--- src/hdl/gat_sched_defines.svh ---
// Project-wide sizes for the GAT layer parameter scheduler
`ifndef GAT_SCHED_DEFINES_SVH
`define GAT_SCHED_DEFINES_SVH

// ==============================
// Word and feature sizes
// ==============================

// Width of one parameter memory word
`define GAT_DATA_W      8

// Layer-1 weight matrix is FEAT_IN rows by FEAT_OUT columns
`define GAT_FEAT_IN     8
`define GAT_FEAT_OUT    4

// Layer-2 output features
`define GAT_FEAT_FINAL  3

// ==============================
// Region sizes in words
// ==============================
`define GAT_W1_WORDS    (`GAT_FEAT_IN * `GAT_FEAT_OUT)
`define GAT_A1_WORDS    (2 * `GAT_FEAT_OUT)
`define GAT_W2_WORDS    (`GAT_FEAT_OUT * `GAT_FEAT_FINAL)

// Words the scheduler walks in total
`define GAT_TOTAL_WORDS (`GAT_W1_WORDS + `GAT_A1_WORDS + `GAT_W2_WORDS)

`endif

--- src/hdl/gat_sched_pkg.sv ---
// Types shared by the GAT parameter scheduler blocks
`include "gat_sched_defines.svh"

package gat_sched_pkg;

  // ==============================
  // Parameter memory regions
  // ==============================

  // Order matches the layout of the parameter memory
  typedef enum logic [1:0] {
    REG_W1,
    REG_A1,
    REG_W2,
    REG_DONE
  } param_region_e;

  // ==============================
  // Derived widths
  // ==============================

  // Address and word index, wide enough to hold the saturated count
  typedef logic [$clog2(`GAT_TOTAL_WORDS + 1)-1:0] word_idx_t;

  typedef logic [`GAT_DATA_W-1:0] data_t;

  // Layer-1 weight position
  typedef logic [$clog2(`GAT_FEAT_IN)-1:0]  w1_row_t;
  typedef logic [$clog2(`GAT_FEAT_OUT)-1:0] w1_col_t;

endpackage

--- src/hdl/param_fetch.sv ---
// Walks the parameter memory and tags each returned word with its index and region
`timescale 1ns/1ps
`include "gat_sched_defines.svh"

module param_fetch (
  input  logic                          clk,
  input  logic                          rst_n,
  input  logic                          sched_vld_i,
  output gat_sched_pkg::word_idx_t      wgt_bram_addr_o,
  input  gat_sched_pkg::data_t          wgt_bram_dout_i,
  output logic                          word_vld_o,
  output gat_sched_pkg::word_idx_t      word_idx_o,
  output gat_sched_pkg::data_t          word_data_o,
  output gat_sched_pkg::param_region_e  word_region_o,
  output logic                          w1_wr_o,
  output gat_sched_pkg::w1_row_t        w1_row_o,
  output gat_sched_pkg::w1_col_t        w1_col_o
);

  import gat_sched_pkg::*;

  word_idx_t     addr_q;
  logic          addr_issue;
  logic          vld_q;
  word_idx_t     idx_q;
  param_region_e region;
  logic          w1_wr;
  w1_row_t       row_q;
  w1_col_t       col_q;

  // ==============================
  // Address counter
  // ==============================

  // Stops at TOTAL_WORDS, pauses while sched_vld_i is low
  assign addr_issue = sched_vld_i && (addr_q < word_idx_t'(`GAT_TOTAL_WORDS));

  always_ff @(posedge clk or negedge rst_n) begin
    if (!rst_n) begin
      addr_q <= '0;
    end else if (addr_issue) begin
      addr_q <= addr_q + 1'b1;
    end
  end

  // Memory answers one cycle later, so strobe and index follow by one
  always_ff @(posedge clk or negedge rst_n) begin
    if (!rst_n) begin
      vld_q <= 1'b0;
      idx_q <= '0;
    end else begin
      vld_q <= addr_issue;
      if (addr_issue) begin
        idx_q <= addr_q;
      end
    end
  end

  // ==============================
  // Region decode
  // ==============================
  always_comb begin
    if (idx_q < word_idx_t'(`GAT_W1_WORDS)) begin
      region = REG_W1;
    end else if (idx_q < word_idx_t'(`GAT_W1_WORDS + `GAT_A1_WORDS)) begin
      region = REG_A1;
    end else if (idx_q < word_idx_t'(`GAT_TOTAL_WORDS)) begin
      region = REG_W2;
    end else begin
      region = REG_DONE;
    end
  end

  assign w1_wr = vld_q && (region == REG_W1);

  // Row-major walk of layer-1 weights, column steps first
  always_ff @(posedge clk or negedge rst_n) begin
    if (!rst_n) begin
      row_q <= '0;
      col_q <= '0;
    end else if (w1_wr) begin
      if (col_q == w1_col_t'(`GAT_FEAT_OUT - 1)) begin
        col_q <= '0;
        row_q <= (row_q == w1_row_t'(`GAT_FEAT_IN - 1)) ? '0 : row_q + 1'b1;
      end else begin
        col_q <= col_q + 1'b1;
      end
    end
  end

  assign wgt_bram_addr_o = addr_q;
  assign word_vld_o      = vld_q;
  assign word_idx_o      = idx_q;
  assign word_data_o     = wgt_bram_dout_i;
  assign word_region_o   = region;
  assign w1_wr_o         = w1_wr;
  assign w1_row_o        = row_q;
  assign w1_col_o        = col_q;

endmodule

--- src/hdl/conv1_weight_banks.sv ---
// Layer-1 weight storage with one memory bank and read port per column
`timescale 1ns/1ps
`include "gat_sched_defines.svh"

module conv1_weight_banks (
  input  logic                                          clk,
  input  logic                                          rst_n,
  input  logic                                          w1_wr_i,
  input  gat_sched_pkg::w1_row_t                        w1_row_i,
  input  gat_sched_pkg::w1_col_t                        w1_col_i,
  input  gat_sched_pkg::data_t                          word_data_i,
  input  gat_sched_pkg::w1_row_t [`GAT_FEAT_OUT-1:0]    mult_wgt_addr_i,
  output gat_sched_pkg::data_t   [`GAT_FEAT_OUT-1:0]    mult_wgt_dout_o
);

  import gat_sched_pkg::*;

  // One-hot write enable, one bit per column bank
  logic [`GAT_FEAT_OUT-1:0] bank_we;

  genvar c;

  // ==============================
  // Column banks
  // ==============================
  generate
    for (c = 0; c < `GAT_FEAT_OUT; c++) begin : g_bank
      data_t mem [`GAT_FEAT_IN];
      data_t rd_q;

      // Column select
      assign bank_we[c] = w1_wr_i && (w1_col_i == w1_col_t'(c));

      // Write port, row gives the address
      always_ff @(posedge clk) begin
        if (bank_we[c]) begin
          mem[w1_row_i] <= word_data_i;
        end
      end

      // Registered read port for the multiplier side
      always_ff @(posedge clk or negedge rst_n) begin
        if (!rst_n) begin
          rd_q <= '0;
        end else begin
          rd_q <= mem[mult_wgt_addr_i[c]];
        end
      end

      assign mult_wgt_dout_o[c] = rd_q;
    end
  endgenerate

endmodule

--- src/hdl/param_capture.sv ---
// Captures layer-1 attention and layer-2 weights and flags when loading is done
`timescale 1ns/1ps
`include "gat_sched_defines.svh"

module param_capture (
  input  logic                                   clk,
  input  logic                                   rst_n,
  input  logic                                   word_vld_i,
  input  gat_sched_pkg::word_idx_t               word_idx_i,
  input  gat_sched_pkg::param_region_e           word_region_i,
  input  gat_sched_pkg::data_t                   word_data_i,
  output gat_sched_pkg::data_t [`GAT_A1_WORDS-1:0] a_conv1_o,
  // Outer index is the layer-2 column, inner index the row
  output gat_sched_pkg::data_t [`GAT_FEAT_FINAL-1:0][`GAT_FEAT_OUT-1:0] wgt_conv2_o,
  output logic                                   sched_rdy_o
);

  import gat_sched_pkg::*;

  localparam int A_IDX_W  = $clog2(`GAT_A1_WORDS);
  localparam int W2_ROW_W = $clog2(`GAT_FEAT_OUT);
  localparam int W2_COL_W = $clog2(`GAT_FEAT_FINAL);

  data_t [`GAT_A1_WORDS-1:0]                     a_q;
  data_t [`GAT_FEAT_FINAL-1:0][`GAT_FEAT_OUT-1:0] w2_q;

  logic [A_IDX_W-1:0]  a_idx;
  word_idx_t           w2_off;
  logic [W2_ROW_W-1:0] w2_row;
  logic [W2_COL_W-1:0] w2_col;
  logic                last_word;
  logic                done_q;
  logic                rdy_q;

  // ==============================
  // Index decode
  // ==============================
  assign a_idx  = A_IDX_W'(word_idx_i - `GAT_W1_WORDS);
  assign w2_off = word_idx_i - word_idx_t'(`GAT_W1_WORDS + `GAT_A1_WORDS);
  assign w2_row = W2_ROW_W'(w2_off / `GAT_FEAT_FINAL);
  assign w2_col = W2_COL_W'(w2_off % `GAT_FEAT_FINAL);

  assign last_word = word_vld_i && (word_idx_i == word_idx_t'(`GAT_TOTAL_WORDS - 1));

  // ==============================
  // Capture registers
  // ==============================
  always_ff @(posedge clk or negedge rst_n) begin
    if (!rst_n) begin
      a_q  <= '0;
      w2_q <= '0;
    end else if (word_vld_i) begin
      if (word_region_i == REG_A1) begin
        a_q[a_idx] <= word_data_i;
      end
      if (word_region_i == REG_W2) begin
        w2_q[w2_col][w2_row] <= word_data_i;
      end
    end
  end

  // Done flag is sticky until reset, ready trails it by a cycle
  always_ff @(posedge clk or negedge rst_n) begin
    if (!rst_n) begin
      done_q <= 1'b0;
      rdy_q  <= 1'b0;
    end else begin
      if (last_word) begin
        done_q <= 1'b1;
      end
      rdy_q <= done_q;
    end
  end

  assign a_conv1_o   = a_q;
  assign wgt_conv2_o = w2_q;
  assign sched_rdy_o = rdy_q;

endmodule

--- src/hdl/gat_weight_scheduler.sv ---
// Top of the GAT layer parameter scheduler, joins fetch, layer-1 banks and capture
`timescale 1ns/1ps
`include "gat_sched_defines.svh"

module gat_weight_scheduler (
  input  logic                                        clk,
  input  logic                                        rst_n,
  input  logic                                        sched_vld_i,
  output logic                                        sched_rdy_o,
  output gat_sched_pkg::word_idx_t                    wgt_bram_addr_o,
  input  gat_sched_pkg::data_t                        wgt_bram_dout_i,
  input  gat_sched_pkg::w1_row_t [`GAT_FEAT_OUT-1:0]  mult_wgt_addr_i,
  output gat_sched_pkg::data_t   [`GAT_FEAT_OUT-1:0]  mult_wgt_dout_o,
  output gat_sched_pkg::data_t   [`GAT_A1_WORDS-1:0]  a_conv1_o,
  output gat_sched_pkg::data_t [`GAT_FEAT_FINAL-1:0][`GAT_FEAT_OUT-1:0] wgt_conv2_o
);

  import gat_sched_pkg::*;

  // Aligned word stream from the fetch stage
  logic          word_vld;
  word_idx_t     word_idx;
  data_t         word_data;
  param_region_e word_region;

  // Layer-1 write position
  logic          w1_wr;
  w1_row_t       w1_row;
  w1_col_t       w1_col;

  // ==============================
  // Fetch, banks, capture
  // ==============================
  param_fetch u_param_fetch (
    .clk             (clk),
    .rst_n           (rst_n),
    .sched_vld_i     (sched_vld_i),
    .wgt_bram_addr_o (wgt_bram_addr_o),
    .wgt_bram_dout_i (wgt_bram_dout_i),
    .word_vld_o      (word_vld),
    .word_idx_o      (word_idx),
    .word_data_o     (word_data),
    .word_region_o   (word_region),
    .w1_wr_o         (w1_wr),
    .w1_row_o        (w1_row),
    .w1_col_o        (w1_col)
  );

  conv1_weight_banks u_conv1_weight_banks (
    .clk             (clk),
    .rst_n           (rst_n),
    .w1_wr_i         (w1_wr),
    .w1_row_i        (w1_row),
    .w1_col_i        (w1_col),
    .word_data_i     (word_data),
    .mult_wgt_addr_i (mult_wgt_addr_i),
    .mult_wgt_dout_o (mult_wgt_dout_o)
  );

  param_capture u_param_capture (
    .clk             (clk),
    .rst_n           (rst_n),
    .word_vld_i      (word_vld),
    .word_idx_i      (word_idx),
    .word_region_i   (word_region),
    .word_data_i     (word_data),
    .a_conv1_o       (a_conv1_o),
    .wgt_conv2_o     (wgt_conv2_o),
    .sched_rdy_o     (sched_rdy_o)
  );

endmodule

--- config.mk ---
export PLATFORM = sky130hd
export DESIGN_NAME = gat_weight_scheduler
export DESIGN_NICKNAME = d
export VERILOG_FILES = /design/src/hdl/gat_sched_pkg.sv /design/src/hdl/param_fetch.sv /design/src/hdl/conv1_weight_banks.sv /design/src/hdl/param_capture.sv /design/src/hdl/gat_weight_scheduler.sv
export VERILOG_INCLUDE_DIRS = /design/src /design/src/hdl
export SDC_FILE = /design/constraint.sdc
export NUM_CORES = 1
export LEC_CHECK = 0
export BUFFER_PORTS_ARGS = -buffer_cell sky130_fd_sc_hd__clkbuf_2
export CORE_ASPECT_RATIO = 0.7
export CORE_MARGIN = 2
export CORE_UTILIZATION = 40
export DETAILED_ROUTE_END_ITERATION = 16
export PLACE_DENSITY_LB_ADDON = 0.3
export SLEW_MARGIN = 20
export SYNTH_ARGS = -nofsm -noshare
export SYNTH_HDL_FRONTEND = slang
export SYNTH_SLANG_ARGS = --single-unit
--- constraint.sdc ---
create_clock -name clk -period 6.9 [get_ports clk]
set_input_delay 1.38 -clock clk [delete_from_list [all_inputs] [get_ports clk]]
set_output_delay 1.38 -clock clk [all_outputs]
set_load 0.01 [all_outputs]
## Word level (Yosys, flattened, before mapping)

Memories as Yosys holds them, arrays and structs flattened. A register that Yosys moved wholly into a read port is not among the register bits.
Index checks and enable logic that the tools add are counted.

| cells by class | value |
|---|---|
| div/mod/pow operators | 2 |
| $lt $le $gt $ge | 10 |
| reductions and logical operators | 19 |
| add/sub/neg operators | 5 |
| mux-type cells | 21 |
| eq/ne operators | 7 |

Operators by type and width:

| kind | count |
|---|---|
| 96-bit bitwise mux | 1 |
| 64-bit bitwise mux | 1 |
| 32-bit demux with 2-bit select | 1 |
| 6-bit by 2-bit divider with 32-bit output (second input constant) | 1 |
| 6-bit by 2-bit modulo with 32-bit output (second input constant) | 1 |
| 32-bit two-way mux | 1 |
| 8-bit demux with 3-bit select | 1 |
| 6-bit less-than comparator (second input constant) | 4 |
| 8-bit demux with 2-bit select | 1 |
| 8-bit two-way mux | 2 |
| 1-bit logical AND | 10 |
| 1-bit two-way mux | 9 |
| 6-bit by 1-bit adder with 6-bit output (second input constant) | 1 |
| 2-bit == test (second input constant) | 3 |
| 6-bit == test (second input constant) | 1 |
| 2-bit by 3-bit less-than comparator with 1-bit output (second input constant) | 2 |
| 2-bit two-way mux | 3 |
| 2-bit AND reduction | 3 |
| 6-bit subtractor (second input constant) | 1 |
| 2-bit by 1-bit == test with 1-bit output (second input constant) | 2 |
| 2-bit by 1-bit >= comparator with 1-bit output (second input constant) | 2 |
| 1-bit logical NOT | 4 |
| 2-bit logical NOT | 2 |
| 3-bit by 4-bit less-than comparator with 1-bit output (second input constant) | 1 |
| other kinds (6) | 6 |

| word-level totals | value |
|---|---|
| input port bits | 23 |
| output and inout port bits | 199 |
| logic and storage cells | 95 |
| register bits after elaboration | 180 |
| bits in writable memories | 256 |
| memories kept | 4 |

Memory list:

| memory | words | bits a word | rd ports | clocked after Yosys merged registers in | wr ports | RTL line | text |
|---|---|---|---|---|---|---|---|
| u_conv1_weight_banks.g_bank[0].mem | 8 | 8 | 1 | 1 | 1 | conv1_weight_banks.sv:28 | `` data_t mem [`GAT_FEAT_IN]; `` |
| u_conv1_weight_banks.g_bank[1].mem | 8 | 8 | 1 | 1 | 1 | conv1_weight_banks.sv:28 |  |
| u_conv1_weight_banks.g_bank[2].mem | 8 | 8 | 1 | 1 | 1 | conv1_weight_banks.sv:28 |  |
| u_conv1_weight_banks.g_bank[3].mem | 8 | 8 | 1 | 1 | 1 | conv1_weight_banks.sv:28 |  |

## Depth between registers and ports, before layout

Gate-level depths: netlist of the first run.

| depth | value |
|---|---|
| depth after elaboration | 9 |
| depth in mapped cells | 22 |
| gate-level depth less buffers | 19 |

## By module

From an unflattened synthesis of the first run, not the netlist that was laid out.

| second synthesis, totals | value |
|---|---|
| cell total of the unflattened synthesis | 964 |
| area, all modules | 18456.5 sq um |

Modules (own cells, without submodules):

| module | area an instance (sq um) | times used | cells an instance | seq. area each (sq um) |
|---|---|---|---|---|
| conv1_weight_banks | 10884.2 | 1 | 449 | 8488.1 |
| param_capture | 6712.7 | 1 | 444 | 4053.9 |
| param_fetch | 859.6 | 1 | 71 | 450.4 |

## Worst setup path before layout of the first run

OpenSTA, ideal clock, no wires.

| path | value |
|---|---|
| path type | flip-flop to flip-flop |
| start point | reg u_param_fetch.idx_q[3], in the netlist u_param_fetch.word_idx_o[3] |
| end point | reg u_param_capture.w2_q (netlist bit u_param_capture.wgt_conv2_o[16]) |
| required time | 6.775 ns |
| period minus slack after synthesis | 5.121 ns |
| setup slack | 1.779 ns |
| buffers on the path | 2 |
| arrival time | 4.996 ns |
| library setup time | 0.125 ns |
| stages on the path, launching flop included | 20 |
| path through | dfrtp_1 -> buf_2 -> inv_1 -> ha_1 -> xor2_2 -> inv_1 -> ha_1 -> nor2b_1 -> nand4_1 -> and4_4 -> or4b_4 -> and3_1 -> clkbuf_1 -> xnor2_1 -> ha_1 -> or3_1 -> o32ai_1 -> nand2_1 -> nor3_2 -> mux2_2 |

| on the way | value |
|---|---|
| longest elaborated chain between the ends | 9 |
| elaborated cells between the ends (all ways) | 22 |
| those cells by class | add/sub: 1; div: 2; order compare: 7; eq/ne: 1; mux: 8; reduce/logical: 3 |

RTL lines:

| element | RTL line | text |
|---|---|---|
| start: declaration | param_fetch.sv:25 | `word_idx_t idx_q;` |
| start signal: assignment | param_fetch.sv:54 | `idx_q <= addr_q;` |
| 6-bit subtractor | param_capture.sv:39 | `` assign w2_off = word_idx_i - word_idx_t'(`GAT_W1_WORDS + `GAT_A1_WORDS); `` |
| 6-bit by 2-bit divider with 32-bit output (no source line) | - |  |
| 2-bit by 3-bit less-than comparator with 1-bit output (implied by the code) or 2-bit by 1-bit >= comparator with 1-bit output (tied branches) | param_capture.sv:57 | `w2_q[w2_col][w2_row] <= word_data_i;` |
| 1-bit logical AND (implied by the code) | param_capture.sv:57 |  |
| 8-bit two-way mux (implied by the code) | param_capture.sv:57 |  |
| 8-bit demux with 2-bit select | - |  |
| 32-bit two-way mux (implied by the code) | param_capture.sv:57 |  |
| 32-bit demux with 2-bit select | - |  |
| 96-bit bitwise mux | param_capture.sv:57 |  |
| end signal: indexed assignment | param_capture.sv:57 |  |
| end: declaration | param_capture.sv:25 | `` data_t [`GAT_FEAT_FINAL-1:0][`GAT_FEAT_OUT-1:0] w2_q; `` |

Parallel ways exist; a longest one is shown, timed or not.
A chain may end at the register's enable or synchronous reset.

## Worst setup path after layout of the first run

| path | value |
|---|---|
| start point | reg u_param_fetch.idx_q[3], in the netlist u_param_fetch.word_idx_o[3] |
| end point | reg u_param_capture.w2_q (netlist bit u_param_capture.wgt_conv2_o[20]) |

Same word-level chain as after synthesis.

==> results of run 1 <==
## layout make-up
type / count / area [sq um]
Clock inverter: 25 / 277
Tap cell: 603 / 754
Clock buffer: 59 / 1270
Multi-Input combinational cell: 440 / 4780
Fill cell: 3768 / 23400
Timing Repair Buffer: 232 / 1210
Inverter: 9 / 33.8
Sequential cell: 468 / 13000
Antenna cell: 1 / 2.50
## metal layers
layer | vias to the layer above | GRT usage, %
met2 | 198 | 26.3
li1 | 4145 | -
met4 | 0 | 4.62
met3 | 59 | 3.59
met5 | - | 0
met1 | 5002 | 25.3
## state kept, by name (all words and copies together), names as in the netlist, 2 cells and up
name	flops
u_param_fetch.word_idx_o	6
u_conv1_weight_banks.g_bank.rd_q	32
u_param_capture.a_conv1_o	64
u_param_fetch.w1_col_o	2
u_param_capture.wgt_conv2_o	96
u_param_fetch.w1_row_o	3
u_conv1_weight_banks.g_bank.mem	256
u_param_fetch.wgt_bram_addr_o	6
## report_power, final
group / switching (mW) / internal, mW / total [mW]
Combinational: 1.08 / 0.987 / 2.07
Clock: 1.06 / 1.50 / 2.56
Sequential: 0.325 / 3.45 / 3.78
Total: 2.47 / 5.93 / 8.40
## synth_stat cells, types with 4 or more instances
cell	count	area share (%)
dfrtp_1	212	29
nor3b_1	4	0.17
xnor2_1	5	0.24
nor3_1	6	0.17
mux2_2	186	12
edfxtp_1	256	43
mux4_2	64	8.0
and3_1	5	0.17
a21oi_1	5	0.14
nor2_1	47	0.98
ha_1	13	0.90
mux2_4	8	0.67
nand4_1	5	0.17
nand2_1	35	0.73
inv_1	8	0.17
nand3b_1	4	0.17
o21ai_0	5	0.14
nor2b_1	5	0.17
buf_1	13	0.27
nand3_1	7	0.19
clkbuf_1	40	0.83
## cells by family (layout without fill, tap and decap cells)
logic type | Yosys count | count (layout) | share of synthesized area, %
mux | 260 | 260 | 20.4
compound gates | 22 | 22 | 0.806
simple gates | 137 | 137 | 3.94
fa+ha+maj | 13 | 13 | 0.903
other cells | 0 | 1 | 0
flops | 468 | 468 | 72.1
buf+inv | 65 | 325 | 1.41
xor+xnor | 8 | 8 | 0.431
## through the flow
step	total power [mW]	instances	utilization, %	setup WS [ps]	hold slack (ps)
final	8.40	1837	47.7	910	397
after global routing	8.84	1836	47.7	495	410
after CTS	8.51	1836	47.7	958	417
after detailed placement	5.92	1752	44.2	986	384
after global placement	5.84	1752	44.2	1400	388
after floorplan	5.06	973	-	1780	355
## critical path, cell delays in order, from the launching register on
cell     delay [ps]
dfrtp_1         600
inv_1           150
ha_1            260
xor2_2          300
inv_1           170
ha_1            380
nor2b_1         290
nand4_1         200
and4_4          230
or4b_4          490
and3_1          250
xnor2_1         160
ha_1            230
or3_1           410
o32ai_1         650
nand2_1         160
nor3_2          520
mux2_2          410
## worst paths after layout
path                            slack, ps                                     end                   startpoint  depth (start not counted)
worst max-delay path                  910         u_param_capture.wgt_conv2_o[20]  u_param_fetch.word_idx_o[3]                         17
worst min-delay path                  400             u_param_capture.sched_rdy_o       u_param_capture.done_q                          0
worst max register to register        910         u_param_capture.wgt_conv2_o[20]  u_param_fetch.word_idx_o[3]                         17
worst min register to register        400             u_param_capture.sched_rdy_o       u_param_capture.done_q                          0
max in group asynchronous            4850  u_conv1_weight_banks.g_bank[0].rd_q[2]                        rst_n                          2
min in group asynchronous             780  u_conv1_weight_banks.g_bank[1].rd_q[7]                        rst_n                          1
==> impl_metrics.toml, run 1 <==
[floorplanning]
die-height_microns = 182
die_w_microns = 258
fp-row-count = 65
coreArea_sq_mm = 0.0447
start_util_pct = 40.3
die-area_sq_mm = 0.0468
io_pins = 222

[global_routing]
grt_pass1_vias = 9841
grt_usage_pct = 17.3
grt-ovfl-total = 0
antenna_found_initial = 0
grt_pass1_wl_microns = 61000
grt_max_degree = 150

[critical_path]
critPathArrivalTime_ps = 6420
cp.required_ps = 7330
worstPathMaxFanout = 15
endpoint_kind = "flip-flop"
cp-start-kind = "flip-flop"
crit_type = "reg2reg"

[clock_network]
postCtsSetupRepairBufs = 0
holdBufCountCts = 0
ctsResizeCount = 0
numCtsBuffers = 46
cts_tree = "yes"
clockBufferDepth = 3
cts_sinks = 468
clk_pin_slew_worst_paths_ps = 60
insertion_delay_ps = 560
htree_num_levels = 2
cts_root_buf = "clkbuf_16"

[sta]
rsz0062_at_grt = "false"
tns_ps = 0
fin_skew_ps = 20.2
max_slew.worst_pin.slew_ps = 1150
finalCritPeriodShare_pct = 86.8
hold_viol_final = 0
fmax_mhz = 167
setup_viol = 0
final.min_clock_period_ps = 5990
slew_headroom_pct = 23.0
maxSlewViolCount = 0

[cells_and_area]
final_cell_area_sq_mm = 0.0213
layout_common_cells = "edfxtp_1 (256), clkbuf_2 (220), dfrtp_1 (212)"
area.growth.synth_to_final_pct = 18.4
drive_gt1_share_pct = 46.4
final_common_cell = "edfxtp_1"
final_nets = 1233

[route]
met3WireLength_microns = 1930
drcViolationCount = 0
via_count = 9404
first_pass_iters = 5
first_iter_violations = 816
wl_met1_microns = 19100
dr_wl_met2_microns = 18000
vias_per_cell = 5.12
drt_wl_total_microns = 39900
maxUsedRoutingLayer = "met4"
routedWlPerCell_microns = 21.7
drtAntennaViolNets = 0

[power_and_ir_drop]
vdd_ir_drop_max_mv = 0.198
power.density_mw_per_mm2 = 394
p_leak_nw = 8.40

[logic_synthesis]
ys_types = 51
synthFlopType = "edfxtp_1"
synth_edf_count = 256
yosysWarnings = 0
synth_seq_cells = 468
syn_area_sq_mm = 0.0180
async_reset_ff_share_pct = 45.3
syn_inst = 973
avgSynthCellArea_sq_um = 18.5
synth_fp_nets = 1009
ys_seq_area_share_pct = 72.1

[placement]
portBuffers = 221
detailed_place_hpwl_microns = 24700
globalplace.congestion = 0.769
place_area_sq_mm = 0.0198

[worst_hold_path]
hp-class = "reg2reg"

[outcome]
outcome = "finished, final reports clean"

[run]
maxCapViolCount = 0
No activity file was read; power rests on OpenSTA's default activity.
==> run 2, diff against run 1 <==
--- a/config.mk
+++ b/config.mk
@@ -6,6 +6,7 @@
 export SDC_FILE = /design/constraint.sdc
 export NUM_CORES = 1
 export LEC_CHECK = 0
+export ABC_AREA = 1
 export BUFFER_PORTS_ARGS = -buffer_cell sky130_fd_sc_hd__clkbuf_2
 export CORE_ASPECT_RATIO = 0.7
 export CORE_MARGIN = 2
==> run 2 against run 1 <==
Against the previous run:
- global-route usage is 1.7 points higher
- sequential power is 2% lower
- utilization is 0.21 points lower
- critical path depth is 11 higher
- first-iteration DRC count is 22% higher
- critical path type unchanged
==> impl_metrics.toml, run 2 <==
[floorplanning]
die-area_sq_mm = 0.0487
fp-row-count = 66
die-height_microns = 185
io_pins = 222
die_w_microns = 263
coreArea_sq_mm = 0.0464
start_util_pct = 40.4

[power_and_ir_drop]
switchingPower_mw = 4.42
clockPowerShare_pct = 26.5
p_leak_nw = 8.95
switching_share_pct = 41.8
p_total_mw = 10.6
p_seq_share_pct = 35.0
vdd_ir_drop_max_mv = 0.709
comb_power_share_pct = 38.5
internal-power_mw = 6.14
power.density_mw_per_mm2 = 479

[placement]
pre_cts_slack_ps = 1510
dpl.cell_count = 2448
globalplace.congestion = 0.820
place_area_sq_mm = 0.0203
detailed_place_hpwl_microns = 29500
portBuffers = 221

[clock_network]
holdBufCountCts = 0
clockBufferDepth = 3
numCtsBuffers = 47
cts_root_buf = "clkbuf_16"
insertion_delay_ps = 590
ctsResizeCount = 0
clk_pin_slew_worst_paths_ps = 60
postCtsSetupRepairBufs = 0
htree_num_levels = 2
cts_sinks = 468
cts_tree = "yes"

[critical_path]
slowest_stage = "nand2_2"
crit_type = "reg2reg"
endpoint_kind = "flip-flop"
rr_endpoint = "u_param_capture.wgt_conv2_o[62]"
reg2reg_slack_ps = 1470
rr_startpoint = "u_param_fetch.word_idx_o[3]"
worstPathMaxFanout = 54
critPathArrivalTime_ps = 5880
cp.required_ps = 7360
crit_top_cell = "nand2_1"
cp-start-kind = "flip-flop"
cp_slowest_stage_delay_ps = 760
rr_worst_depth = 28

[logic_synthesis]
synth_edf_count = 256
synth_fp_nets = 1720
synthFlopType = "edfxtp_1"
avgSynthCellArea_sq_um = 11.1
synth_seq_cells = 468
synth.top_cells.by_count = "nand2_1 (317), nor2_1 (271), edfxtp_1 (256)"
async_reset_ff_share_pct = 45.3
ys_seq_area_share_pct = 69.2
post-synth-top-area-cell = "edfxtp_1"
syn_area_sq_mm = 0.0188
yosysMostFrequentCell = "nand2_1"
ys_types = 33
synth_area_leaders = "edfxtp_1 (41%), dfrtp_1 (28%), nand2_1 (6.3%)"
syn_inst = 1684
yosysWarnings = 0
yosys.area.top_type_share_pct = 41.0

[global_routing]
grt_usage_pct = 18.9
grt_pass1_wl_microns = 72700
grt_max_degree = 82
grt-ovfl-total = 0
antenna_found_initial = 1
grt_pass1_vias = 12622

[cells_and_area]
fin_util_pct = 47.5
n_antenna_cell = 0
largest_reg_flops = 256
final_cell_area_sq_mm = 0.0220
final_common_cell = "nand2_1"
regMostFlops = "u_conv1_weight_banks.g_bank.mem"
area.growth.synth_to_final_pct = 17.4
drive_gt1_share_pct = 18.5
instances_no_fill = 2536
final_nets = 1921
layout_common_cells = "nand2_1 (317), nor2_1 (271), edfxtp_1 (256)"

[route]
via_count = 13316
routedWlPerCell_microns = 18.6
drt_wl_total_microns = 47100
first_iter_violations = 992
drtAntennaViolNets = 0
vias_per_cell = 5.25
drcViolationCount = 0
first_pass_iters = 5

[worst_hold_path]
hold_path.startpoint = "u_param_capture.done_q"
whs_endpoint = "u_param_capture.sched_rdy_o"
hold_depth = 0
hp-class = "reg2reg"

[sta]
final.min_clock_period_ps = 5430
max_slew.worst_pin.slew_ps = 1100
setup_slack_ps = 1470
finalCritPeriodShare_pct = 78.6
maxSlewViolCount = 0
fin_skew_ps = 29.1
whs_ps = 403
fmax_mhz = 184
setup_viol = 0
rsz0062_at_grt = "false"
slew_headroom_pct = 26.5
tns_ps = 0
hold_viol_final = 0

[outcome]
outcome = "finished, final reports clean"

[run]
maxCapViolCount = 0
==> run 2: power by group through the flow <==
stage	registers, mW	logic (mW)	clock network (mW)
2_1_floorplan	3.82	3.27	0
4_1_cts	3.67	4.00	2.86
5_1_grt	3.74	4.46	2.99
6_report	3.70	4.06	2.80
3_5_place_dp	3.72	3.99	0
3_3_place_gp	3.71	3.89	0
==> run 2: routing by layer <==
metal	vias to the layer above	routed length (microns)	track usage, %
li1	6275	-	-
met5	-	0	0
met2	399	21300	28.6
met3	82	2660	3.99
met1	6560	22100	27.5
met4	0	997	5.87
==> run 2: worst max-delay path: cells and delay by family, from the launching register on <==
| family | cells | cell delay, ps |
|---|---|---|
| XOR/XNOR | 1 | 180 |
| adder cells (fa/ha/maj) | 4 | 940 |
| buffers and inverters | 6 | 550 |
| flip-flops | 1 | 440 |
| AND/OR/NAND/NOR | 17 | 3150 |
==> run 2: how the worst max path moves through the flow <==
stage / start / to / slack (ps) / depth (start not counted)
2_1_floorplan: u_param_fetch.word_idx_o[3] / u_param_capture.wgt_conv2_o[16] / 2700 / 32
3_3_place_gp: u_param_fetch.word_idx_o[3] / u_param_capture.wgt_conv2_o[2] / 1670 / 29
3_5_place_dp: u_param_fetch.word_idx_o[3] / u_param_capture.wgt_conv2_o[0] / 1510 / 28
4_1_cts: u_param_fetch.word_idx_o[3] / u_param_capture.wgt_conv2_o[0] / 1500 / 28
5_1_grt: u_param_fetch.word_idx_o[3] / u_param_capture.wgt_conv2_o[7] / 860 / 29
6_report: u_param_fetch.word_idx_o[3] / u_param_capture.wgt_conv2_o[62] / 1470 / 28
==> run 2: cell families after synthesis <==
| family | count (synthesis) | share of synthesized area [%] |
|---|---|---|
| xor+xnor | 6 | 0.280 |
| flops | 468 | 69.2 |
| fa+ha+maj | 13 | 0.867 |
| compound gates | 276 | 7.88 |
| simple gates | 771 | 18.1 |
| buf+inv | 150 | 3.65 |
==> run 2: final cells by class <==
| class | count | area, sq um |
|---|---|---|
| Clock buffer | 61 | 1310 |
| Clock inverter | 27 | 405 |
| Fill cell | 4236 | 24400 |
| Inverter | 68 | 255 |
| Multi-Input combinational cell | 1066 | 5090 |
| Sequential cell | 468 | 13000 |
| Tap cell | 612 | 766 |
| Timing Repair Buffer | 234 | 1210 |
